--- config.mk ---
export PLATFORM = sky130hd
export DESIGN_NAME = ifetch_top
export DESIGN_NICKNAME = d
export VERILOG_FILES = /design/src/ifetch_pkg.sv /design/src/fetch_unit.sv /design/src/icache.sv /design/src/decode_stage.sv /design/src/ifetch_top.sv
export VERILOG_INCLUDE_DIRS = /design/src
export SDC_FILE = /design/constraint.sdc
export NUM_CORES = 1
export LEC_CHECK = 0
export ABC_CLOCK_PERIOD_IN_PS = 17710
export BUFFER_PORTS_ARGS = -buffer_cell sky130_fd_sc_hd__clkbuf_2
export CELL_PAD_IN_SITES_DETAIL_PLACEMENT = 1
export CELL_PAD_IN_SITES_GLOBAL_PLACEMENT = 1
export CORE_UTILIZATION = 55
export DETAILED_ROUTE_END_ITERATION = 16
export GPL_TIMING_DRIVEN = 0
export HOLD_SLACK_MARGIN = 0.02
export PLACE_DENSITY_LB_ADDON = 0.08
export SYNTH_ARGS = -nofsm -noshare
export SYNTH_HDL_FRONTEND = slang
export SYNTH_SLANG_ARGS = --single-unit
--- constraint.sdc ---
create_clock -name clk -period 17.71 [get_ports clk]
set_input_delay 2.6565 -clock clk [delete_from_list [all_inputs] [get_ports clk]]
set_output_delay 2.6565 -clock clk [all_outputs]
set_load 0.01 [all_outputs]
--- src/ifetch_macros.svh ---
`ifndef IFETCH_MACROS_SVH
`define IFETCH_MACROS_SVH

// byte address width of the fetch path
`define IFETCH_ADDR_W 32

// direct-mapped lines, one 32-bit word each, power of two
`define ICACHE_LINES 16

// first fetch address after reset
`define IFETCH_RESET_PC 32'h0000_0000

// index sits right above the two byte-offset bits
`define ICACHE_IDX_LSB 2
`define ICACHE_IDX_W $clog2(`ICACHE_LINES)

// tag is everything above the index
`define ICACHE_TAG_LSB (`ICACHE_IDX_LSB + `ICACHE_IDX_W)
`define ICACHE_TAG_W (`IFETCH_ADDR_W - `ICACHE_TAG_LSB)

// opcode bit that selects the immediate view
`define IFETCH_IMM_SEL_BIT 5

`endif

--- src/ifetch_pkg.sv ---
`include "ifetch_macros.svh"

package ifetch_pkg;

    // jump is i-form, target = pc + 4 * sext(imm)
    localparam logic [5:0] opcode_jmp = 6'h3f;

    typedef struct packed {
        logic [`IFETCH_ADDR_W-1:0] addr;
    } fetch_req_t;

    typedef struct packed {
        logic [5:0]  opcode;
        logic [4:0]  rd;
        logic [4:0]  rs1;
        logic [4:0]  rs2;
        logic [10:0] funct;
    } instr_r_t;

    typedef struct packed {
        logic [5:0]  opcode;
        logic [4:0]  rd;
        logic [4:0]  rs1;
        logic [15:0] imm;
    } instr_i_t;

    // same word, two formats; opcode bit 5 picks the i view
    typedef union packed {
        instr_r_t r;
        instr_i_t i;
    } instr_u;

    typedef struct packed {
        logic [`IFETCH_ADDR_W-1:0] pc;
        instr_u                    instr;
    } fetch_rsp_t;

    typedef struct packed {
        logic [`IFETCH_ADDR_W-1:0] pc;
        logic [5:0]                opcode;
        logic [4:0]                rd;
        logic [4:0]                rs1;
        logic                      is_imm;
        logic [31:0]               operand;
        logic [10:0]               funct;
    } decoded_t;

    typedef struct packed {
        logic [`IFETCH_ADDR_W-1:0] addr;
        logic [2:0]                prot;
    } axil_ar_t;

    typedef struct packed {
        logic [31:0] data;
        logic [1:0]  resp;
    } axil_r_t;

endpackage

--- src/fetch_unit.sv ---
`timescale 1ns/1ps
`include "ifetch_macros.svh"

module fetch_unit (
    input  logic                      clk,
    input  logic                      rst,
    output logic                      req_valid,
    output ifetch_pkg::fetch_req_t    req,
    input  logic                      req_ready,
    input  logic                      redirect_valid,
    input  logic [`IFETCH_ADDR_W-1:0] redirect_pc
);

    logic [`IFETCH_ADDR_W-1:0] pc_q;
    logic [`IFETCH_ADDR_W-1:0] pc_next;
    logic                      valid_q;
    logic                      req_fire;

    assign req_fire = req_valid && req_ready;

    // redirect wins over the increment, even for an unaccepted request
    always_comb
    begin
        if (redirect_valid)
        begin
            pc_next = redirect_pc;
        end
        else if (req_fire)
        begin
            pc_next = pc_q + `IFETCH_ADDR_W'(4);
        end
        else
        begin
            pc_next = pc_q;
        end
    end

    always_ff @(posedge clk)
    begin
        if (rst)
        begin
            pc_q    <= `IFETCH_RESET_PC;
            valid_q <= 1'b0;
        end
        else
        begin
            pc_q    <= pc_next;
            // requests run continuously once out of reset
            valid_q <= 1'b1;
        end
    end

    assign req_valid = valid_q;
    assign req.addr  = {pc_q[`IFETCH_ADDR_W-1:2], 2'b00};

endmodule

--- src/icache.sv ---
`timescale 1ns/1ps
`include "ifetch_macros.svh"

module icache (
    input  logic                   clk,
    input  logic                   rst,
    input  logic                   req_valid,
    input  ifetch_pkg::fetch_req_t req,
    output logic                   req_ready,
    output logic                   rsp_valid,
    output ifetch_pkg::fetch_rsp_t rsp,
    input  logic                   rsp_ready,
    output logic                   ar_valid,
    output ifetch_pkg::axil_ar_t   ar,
    input  logic                   ar_ready,
    input  logic                   r_valid,
    input  ifetch_pkg::axil_r_t    r,
    output logic                   r_ready
);

    localparam int lines   = `ICACHE_LINES;
    localparam int idx_w   = `ICACHE_IDX_W;
    localparam int idx_lsb = `ICACHE_IDX_LSB;
    localparam int tag_w   = `ICACHE_TAG_W;
    localparam int tag_lsb = `ICACHE_TAG_LSB;

    typedef enum logic [1:0] {
        st_idle,
        st_req,
        st_wait
    } miss_state_t;

    miss_state_t state_q;

    // line store
    logic [lines-1:0] line_valid_q;
    logic [tag_w-1:0] tag_mem  [lines];
    logic [31:0]      data_mem [lines];

    logic [idx_w-1:0]          req_idx;
    logic [tag_w-1:0]          req_tag;
    logic                      hit;
    logic                      req_fire;
    logic                      rsp_free;
    logic                      hit_load;
    logic                      fill_load;
    logic [`IFETCH_ADDR_W-1:0] miss_addr_q;
    logic [idx_w-1:0]          miss_idx;
    logic [tag_w-1:0]          miss_tag;
    logic                      rsp_valid_q;
    ifetch_pkg::fetch_rsp_t    rsp_q;

    assign req_idx  = req.addr[idx_lsb +: idx_w];
    assign req_tag  = req.addr[tag_lsb +: tag_w];
    assign miss_idx = miss_addr_q[idx_lsb +: idx_w];
    assign miss_tag = miss_addr_q[tag_lsb +: tag_w];

    assign hit = line_valid_q[req_idx] && (tag_mem[req_idx] == req_tag);

    // response register can take a word when empty or draining this cycle
    assign rsp_free  = !rsp_valid_q || rsp_ready;
    assign req_ready = (state_q == st_idle) && rsp_free;
    assign req_fire  = req_valid && req_ready;
    assign hit_load  = req_fire && hit;

    // hold the R beat until the response register has room
    assign r_ready   = (state_q == st_wait) && rsp_free;
    assign fill_load = r_valid && r_ready;

    assign ar_valid  = (state_q == st_req);
    assign ar.addr   = miss_addr_q;
    // unprivileged, secure, instruction access
    assign ar.prot   = 3'b100;

    always_ff @(posedge clk)
    begin
        if (rst)
        begin
            state_q <= st_idle;
        end
        else
        begin
            case (state_q)
                st_idle:
                begin
                    if (req_fire && !hit)
                    begin
                        state_q <= st_req;
                    end
                end
                st_req:
                begin
                    if (ar_ready)
                    begin
                        state_q <= st_wait;
                    end
                end
                st_wait:
                begin
                    if (fill_load)
                    begin
                        state_q <= st_idle;
                    end
                end
                default:
                begin
                    state_q <= st_idle;
                end
            endcase
        end
    end

    always_ff @(posedge clk)
    begin
        if (req_fire && !hit)
        begin
            miss_addr_q <= req.addr;
        end
    end

    always_ff @(posedge clk)
    begin
        if (rst)
        begin
            line_valid_q <= '0;
        end
        else if (fill_load)
        begin
            // resp is ignored, an error beat still fills the line
            line_valid_q[miss_idx] <= 1'b1;
        end
    end

    always_ff @(posedge clk)
    begin
        if (fill_load)
        begin
            tag_mem[miss_idx]  <= miss_tag;
            data_mem[miss_idx] <= r.data;
        end
    end

    always_ff @(posedge clk)
    begin
        if (rst)
        begin
            rsp_valid_q <= 1'b0;
        end
        else if (hit_load || fill_load)
        begin
            rsp_valid_q <= 1'b1;
        end
        else if (rsp_ready)
        begin
            rsp_valid_q <= 1'b0;
        end
    end

    always_ff @(posedge clk)
    begin
        if (hit_load)
        begin
            rsp_q.pc    <= req.addr;
            rsp_q.instr <= data_mem[req_idx];
        end
        else if (fill_load)
        begin
            rsp_q.pc    <= miss_addr_q;
            rsp_q.instr <= r.data;
        end
    end

    assign rsp_valid = rsp_valid_q;
    assign rsp       = rsp_q;

endmodule

--- src/decode_stage.sv ---
`timescale 1ns/1ps
`include "ifetch_macros.svh"

module decode_stage (
    input  logic                      clk,
    input  logic                      rst,
    input  logic                      rsp_valid,
    input  ifetch_pkg::fetch_rsp_t    rsp,
    output logic                      rsp_ready,
    output logic                      dec_valid,
    output ifetch_pkg::decoded_t      dec,
    input  logic                      dec_ready,
    output logic                      redirect_valid,
    output logic [`IFETCH_ADDR_W-1:0] redirect_pc
);

    logic [`IFETCH_ADDR_W-1:0] exp_pc_q;
    logic                      on_path;
    logic                      is_imm;
    logic                      is_jmp;
    logic                      dec_fire;
    logic [31:0]               imm_ext;
    logic [`IFETCH_ADDR_W-1:0] jmp_target;

    // words fetched past a taken jump carry the wrong pc
    assign on_path   = (rsp.pc == exp_pc_q);
    assign dec_valid = rsp_valid && on_path;
    assign rsp_ready = dec_ready || !on_path;
    assign dec_fire  = dec_valid && dec_ready;

    assign is_imm  = rsp.instr.r.opcode[`IFETCH_IMM_SEL_BIT];
    assign is_jmp  = (rsp.instr.i.opcode == ifetch_pkg::opcode_jmp);
    assign imm_ext = {{16{rsp.instr.i.imm[15]}}, rsp.instr.i.imm};

    // imm is a word offset scaled by 4
    assign jmp_target = rsp.pc
        + {{(`IFETCH_ADDR_W - 18){rsp.instr.i.imm[15]}}, rsp.instr.i.imm, 2'b00};

    always_comb
    begin
        dec.pc     = rsp.pc;
        // opcode, rd and rs1 sit in the same bits of both views
        dec.opcode = rsp.instr.r.opcode;
        dec.rd     = rsp.instr.r.rd;
        dec.rs1    = rsp.instr.r.rs1;
        dec.is_imm = is_imm;
        if (is_imm)
        begin
            dec.operand = imm_ext;
            dec.funct   = '0;
        end
        else
        begin
            dec.operand = {27'b0, rsp.instr.r.rs2};
            dec.funct   = rsp.instr.r.funct;
        end
    end

    always_ff @(posedge clk)
    begin
        if (rst)
        begin
            exp_pc_q <= `IFETCH_RESET_PC;
        end
        else if (dec_fire)
        begin
            exp_pc_q <= is_jmp ? jmp_target : rsp.pc + `IFETCH_ADDR_W'(4);
        end
    end

    // pulse in the cycle the jump leaves on dec
    assign redirect_valid = dec_fire && is_jmp;
    assign redirect_pc    = jmp_target;

endmodule

--- src/ifetch_top.sv ---
`timescale 1ns/1ps
`include "ifetch_macros.svh"

module ifetch_top (
    input  logic                 clk,
    input  logic                 rst,
    output logic                 ar_valid,
    output ifetch_pkg::axil_ar_t ar,
    input  logic                 ar_ready,
    input  logic                 r_valid,
    input  ifetch_pkg::axil_r_t  r,
    output logic                 r_ready,
    output logic                 dec_valid,
    output ifetch_pkg::decoded_t dec,
    input  logic                 dec_ready
);

    logic                      req_valid;
    ifetch_pkg::fetch_req_t    req;
    logic                      req_ready;
    logic                      rsp_valid;
    ifetch_pkg::fetch_rsp_t    rsp;
    logic                      rsp_ready;
    logic                      redirect_valid;
    logic [`IFETCH_ADDR_W-1:0] redirect_pc;

    fetch_unit i_fetch_unit (
        .clk            (clk),
        .rst            (rst),
        .req_valid      (req_valid),
        .req            (req),
        .req_ready      (req_ready),
        .redirect_valid (redirect_valid),
        .redirect_pc    (redirect_pc)
    );

    icache i_icache (
        .clk       (clk),
        .rst       (rst),
        .req_valid (req_valid),
        .req       (req),
        .req_ready (req_ready),
        .rsp_valid (rsp_valid),
        .rsp       (rsp),
        .rsp_ready (rsp_ready),
        .ar_valid  (ar_valid),
        .ar        (ar),
        .ar_ready  (ar_ready),
        .r_valid   (r_valid),
        .r         (r),
        .r_ready   (r_ready)
    );

    decode_stage i_decode_stage (
        .clk            (clk),
        .rst            (rst),
        .rsp_valid      (rsp_valid),
        .rsp            (rsp),
        .rsp_ready      (rsp_ready),
        .dec_valid      (dec_valid),
        .dec            (dec),
        .dec_ready      (dec_ready),
        .redirect_valid (redirect_valid),
        .redirect_pc    (redirect_pc)
    );

endmodule

**Yosys cells after proc, flatten, opt, wreduce, memory -nomap -nowiden**

Memories as Yosys holds them, arrays and structs flattened. A register that Yosys moved wholly into a read port is not among the register bits.
Index checks and enable logic that the tools add are counted.

- Mux-type cells: 23
- $lt $le $gt $ge: 3
- Add/sub/neg operators: 3
- Equality and inequality tests: 8
- Bitwise logic cells: 1
- Reduce and logical (&&, ||, !) cells: 22

Operators by type and width:

| cell | count |
|---|---|
| $mux W64 | 2 |
| $mux W32 | 3 |
| $add A32 B3 Y32 const B | 2 |
| $mux W43 | 1 |
| $add A32 B32 Y32 | 1 |
| $eq A32 B32 Y1 | 1 |
| $eq A26 B26 Y1 | 1 |
| $mux W4 | 4 |
| $or A16 B16 Y16 | 1 |
| $logic_and A1 B1 Y1 | 11 |
| $lt A4 B5 Y1 const B | 2 |
| $mux W1 | 7 |
| $eq A6 B6 Y1 const B | 1 |
| $mux W2 | 3 |
| $pmux W2 S3 | 1 |
| $reduce_bool A2 Y1 | 3 |
| $bmux W1 S4 | 1 |
| $demux W1 S4 | 1 |
| $ge A4 B1 Y1 const B | 1 |
| $ne A2 B1 Y1 const B | 2 |
| $logic_not A1 Y1 | 3 |
| $logic_or A1 B1 Y1 | 3 |
| $reduce_and A3 Y1 | 1 |
| $eq A2 B1 Y1 const B | 1 |
| 3 further kinds | 3 |

- RAM bits: 928
- Register bits: 176
- Word-level logic and storage cells: 71
- Bits of input ports: 39
- Memories kept: 2
- Output and inout bits: 130

Memory list:

| memory | depth | width | read ports | clocked after memory_dff | wr ports | line | text |
|---|---|---|---|---|---|---|---|
| i_icache.data_mem | 16 | 32 | 1 | 1 | 1 | icache.sv:38 | `logic [31:0] data_mem [lines];` |
| i_icache.tag_mem | 16 | 26 | 1 | 1 | 1 | icache.sv:37 | `logic [tag_w-1:0] tag_mem [lines];` |

**Logic depth before layout (Yosys ltp)**

- Word-level depth: 10
- Gate-level depth with buffers: 14
- Gate-level depth less buffers: 11

**Cells and area by module**

A second synthesis with hierarchy kept.

- Cells, all modules: 2537
- Area, all modules: 46547.1 µm²

Modules (own cells, without submodules):

| module | cells an instance | times used | area each (µm²) | sequential area each (µm²) |
|---|---|---|---|---|
| icache | 1694 | 1 | 40017.1 | 31129.9 |
| decode_stage | 624 | 1 | 4702.0 | 640.6 |
| fetch_unit | 219 | 1 | 1828.0 | 620.6 |

**Worst setup path after synthesis**

OpenSTA, ideal clock, no wires.

- Kind: input to register
- Start: in dec_ready
- End: mem i_icache.data_mem[0][0] (enable)
- Buffers on the path: 0
- Arrival: 9.205 ns
- Stages on the path: 4
- Path slack: 7.864 ns
- Cells stage by stage: nand4b_1 > nand3_1 > nor2_1 > nor4b_1

- Cells in the longest elaborated chain, start to end: 6

RTL lines:

| what | line | text |
|---|---|---|
| start, declared | ifetch_top.sv:15 | `input logic dec_ready` |
| $logic_or A1 B1 Y1 | decode_stage.sv:28 | `assign rsp_ready = dec_ready \|\| !on_path;` |
| $logic_or A1 B1 Y1 | icache.sv:61 | `assign rsp_free = !rsp_valid_q \|\| rsp_ready;` |
| $logic_and A1 B1 Y1 | icache.sv:67 | `assign r_ready = (state_q == st_wait) && rsp_free;` |
| $logic_and A1 B1 Y1 | icache.sv:68 | `assign fill_load = r_valid && r_ready;` |
| $mux W1 | icache.sv:136 | `if (fill_load)` |
| $mux W1 (not written as such) | icache.sv:139 | `data_mem[miss_idx] <= r.data;` |
| end, declared | icache.sv:38 |  |

No other way between the ends.

**Final worst setup path**

- Start: in dec_ready
- End: out r_ready

- Cells in the longest elaborated chain, start to end: 3

RTL lines:

| what | line | text |
|---|---|---|
| $logic_or A1 B1 Y1 | decode_stage.sv:28 |  |
| $logic_or A1 B1 Y1 | icache.sv:61 |  |
| $logic_and A1 B1 Y1 | icache.sv:67 |  |
| end, declared | ifetch_top.sv:12 | `output logic r_ready,` |

No other way between the ends.

==> summary.md <==
| Metric | Value |
|---|---|
| CTS tree | built |
| CP Max Fanout | 6 |
| CTS clk-pin slew, worst paths | 60 ps |
| Ys Warns | 0 |
| Die X | 293.0 um |
| Placer Congestion | 0.8777 |
| Final setup viols | 0 |
| Min-Delay Path Class | flip-flop to flip-flop |
| Fin. Hold Viols | 0 |
| Height of the die | 293.0 um |
| Area of the multi-input gates | 0.01299 mm2 |
| Fmax achieved | 158.2 MHz |
| Crit start category | primary input |
| First-pass GRT wire length | 191.4 mm |
| CTS Hold Bufs | 0 |
| Drt first-iter violations | 2893 |
| Fin. max-slew vios | 0 |
| GRT Util Overall | 31.40% |
| Clk root buf | clkbuf_16 |
| Drt total wl | 133.5 mm |
| Int Pwr | 4.353 mW |
| Total power divided by cell area | 103.5 mW/mm2 |
| Die ar. | 0.08583 mm2 |
| Ys flop type | edfxtp_1 |
| Area delta synth->final | 15.73% |
| Slew margin rel. | 15.19% |
| Vias in the first global route | 27150 |
| Asr flop ratio synth | 0% |
| Leak | 17.85 nW |
| Total Power | 5.577 mW |
| Remaining Overflow, GRT | 0 |
| Syn avg cell area | 18.36 um2 |
| Design area | 0.05389 mm2 |
| Clock Path Buffers | 3 |
| Fin crit period | 6323 ps |
| Antenna violations before repair | 4 |
| Switching Share | 21.95% |
| RSZ-0062 raised after global routing | no |
| IO Count | 169 |
| Layout cells sized above 1 | 30.05% |
| Core area | 0.08369 mm2 |
| Clk pwr share | 42.1% |
| DRT antenna net count | 0 |
| Flops & latches, synth | 1104 |
| Register area | 0.03231 mm2 |
| Largest net degree at the start of global routing | 46 |
| EDFF count, synth | 1020 |
| Unique masters post-synth | 77 |
| Fillcell total | 7176 |
| Remaining DRCs | 0 |
| # Post-CTS Setup Buffers | 0 |
| Placed cell areas | 0.05026 mm2 |
| Arr. time, crit path | 3670 ps |
| Comb power frac | 5.9% |
| # nets final | 2984 |
| Worst clock skew | 39.66 ps |
| Vias per inst | 6.319 |
| I/O Buffers | 158 |
| Htree depth | 3 |
| Mapped Cells | 2536 |
| Initial core utilization | 55.64% |
| Worst-Margin Slew | 1264 ps |
| HPWL Detailed | 92.27 mm |
| Peak VDD IR | 0.0001129 V |
| CTS Sinks | 1104 |
| Post-cts resize count | 0 |
| Core Rows | 106 |
| Worst Setup End Kind | output port |
| Final period util | 35.70% |
| Cell area after synthesis | 0.04656 mm2 |
| Vias | 26160 |
| Seq pwr share | 51.9% |
| Worst path required time | 15050 ps |
| Run status | finished, final reports clean |
| Seq/Total Area, Yosys | 69.39% |
| Average wire per standard cell | 32.24 um |
| Clk Latency, worst-skew pair | 700 ps |
| Drt first pass iters | 5 |
| Clock buffers created by TritonCTS | 110 |
| Sw Pwr | 1.224 mW |
| CP Class | primary input to output port |
| Max-cap viol count | 0 |
per-stage QoR:
| step | hold slack [ps] | std cells | worst slack, ps | utilization, % | TNS, ps |
|---|---|---|---|---|---|
| 2_1_floorplan | 406.4 | 2541 | 7864 | - | 0 |
| 3_3_place_gp | 414.2 | 3833 | -1023 | 58.30 | -63890 |
| 3_5_place_dp | 416.5 | 3935 | 11400 | 60.05 | 0 |
| 4_1_cts | 430.4 | 4136 | 11400 | 64.38 | 0 |
| 5_1_grt | 438.5 | 4139 | 11380 | 64.39 | 0 |
| 6_report | 428.7 | 4140 | 11390 | 64.39 | 0 |
synthesized netlist by cell type, types with 15 or more instances:
library cell	instances	area share, %
dfxtp_1	84	3.6
a211oi_1	39	0.63
nor2b_1	20	0.27
mux4_1	15	0.85
and2_1	24	0.32
clkbuf_1	59	0.48
nor4_1	17	0.23
o21ai_0	34	0.37
nor3_1	29	0.31
xor2_1	72	1.4
a21oi_1	65	0.70
mux4_2	239	12
and3_1	16	0.21
edfxtp_1	1020	66
ha_1	31	0.83
nor2_1	99	0.80
buf_4	82	1.3
nand2_1	93	0.75
nand3_1	44	0.47
nand4_1	26	0.35
mux2_2	21	0.51
xnor2_1	76	1.4
buf_2	23	0.25
mux2i_1	64	1.4
mux2_4	58	1.9
flip-flops by register name (all words and copies together) (netlist names), named ones only:
name / count
i_decode_stage.exp_pc_q: 30
i_fetch_unit.pc_q: 30
i_fetch_unit.req_valid: 1
i_icache.data_mem: 512
i_icache.line_valid_q: 16
i_icache.miss_addr_q: 30
i_icache.rsp: 62
i_icache.rsp_valid: 1
i_icache.state_q: 2
i_icache.tag_mem: 416
placed cells by master, fill, tap and decap left out, types with 8 or more instances in the layout:
cell / instances
ha_1: 31
clkbuf_1: 83
o21a_1: 12
bufinv_16: 10
nand4_1: 26
mux2_2: 21
buf_2: 23
inv_1: 13
and3_1: 16
a21oi_1: 65
nand2b_1: 8
and2_1: 24
mux2_4: 58
nor2_1: 90
edfxtp_1: 1020
nand3_1: 44
nor2_4: 9
buf_12: 25
mux4_2: 239
a21o_1: 10
xnor2_1: 76
xor2_1: 72
clkbuf_16: 114
o21ai_0: 34
dfxtp_1: 84
nor4_1: 12
clkinv_2: 20
clkinv_1: 13
buf_4: 129
buf_16: 13
a211oi_1: 39
clkbuf_2: 158
nor2b_1: 20
a22oi_1: 8
nor3_1: 25
mux2i_1: 64
nand2_1: 93
mux4_1: 15
buf_6: 35
o211ai_1: 12
logic make-up (layout without fill, tap and decap cells):
kind of cell | count (synthesis) | count (layout) | share of synthesized area, %
flops | 1104 | 1104 | 69.39
simple gates | 409 | 409 | 4.426
mux | 397 | 397 | 16.16
compound gates | 233 | 233 | 3.327
buf+inv | 211 | 672 | 3.023
xor+xnor | 148 | 148 | 2.784
fa+ha+maj | 32 | 32 | 0.8760
other cells | 2 | 11 | 0.01613
final cells by class:
| type | instances | share of cell area [%] |
|---|---|---|
| well taps | 1134 | 2.633 |
| diodes | 4 | 0.01857 |
| inverters | 15 | 0.1045 |
| flip-flops and latches | 1104 | 59.96 |
| repair buffers | 260 | 3.945 |
| multi-input cells | 1226 | 24.11 |
| plain buffers | 196 | 2.508 |
| clock buffers | 141 | 5.538 |
| clock inverters | 60 | 1.184 |
final timing paths:
kind                          from                       end  slack [ps]  depth (start not counted)
max                      dec_ready                   r_ready       11390                          4
min          i_fetch_unit.pc_q[29]  i_icache.miss_addr_q[29]         430                          0
max reg2reg              flip-flop   i_icache.miss_addr_q[3]       12150                         12
min reg2reg  i_fetch_unit.pc_q[29]  i_icache.miss_addr_q[29]         430                          0
critical path, cell delays in order:
cell and delay (ps):
clkbuf_2 150, nand4b_1 410, and2_1 310, clkbuf_2 130
power by group through the flow:
stage	clock, mW	combinational, mW	sequential (mW)
after floorplan	0	0.218	2.94
after global routing	2.46	0.350	2.90
final	2.35	0.332	2.90
after global placement	0	0.318	2.95
after detailed placement	0	0.330	2.95
after CTS	2.38	0.334	2.89
layer usage:
layer | track usage [%] | vias to the layer above | routed length (um) | share of wire (%)
li1 | - | 10900 | - | -
met3 | 4.546 | 254 | 8490 | 6.4
met5 | 0 | - | 0 | 0
met2 | 53.61 | 1113 | 68240 | 51
met4 | 11.26 | 0 | 4386 | 3.3
met1 | 41.33 | 13900 | 52340 | 39
(Power assumes the default switching activity.)
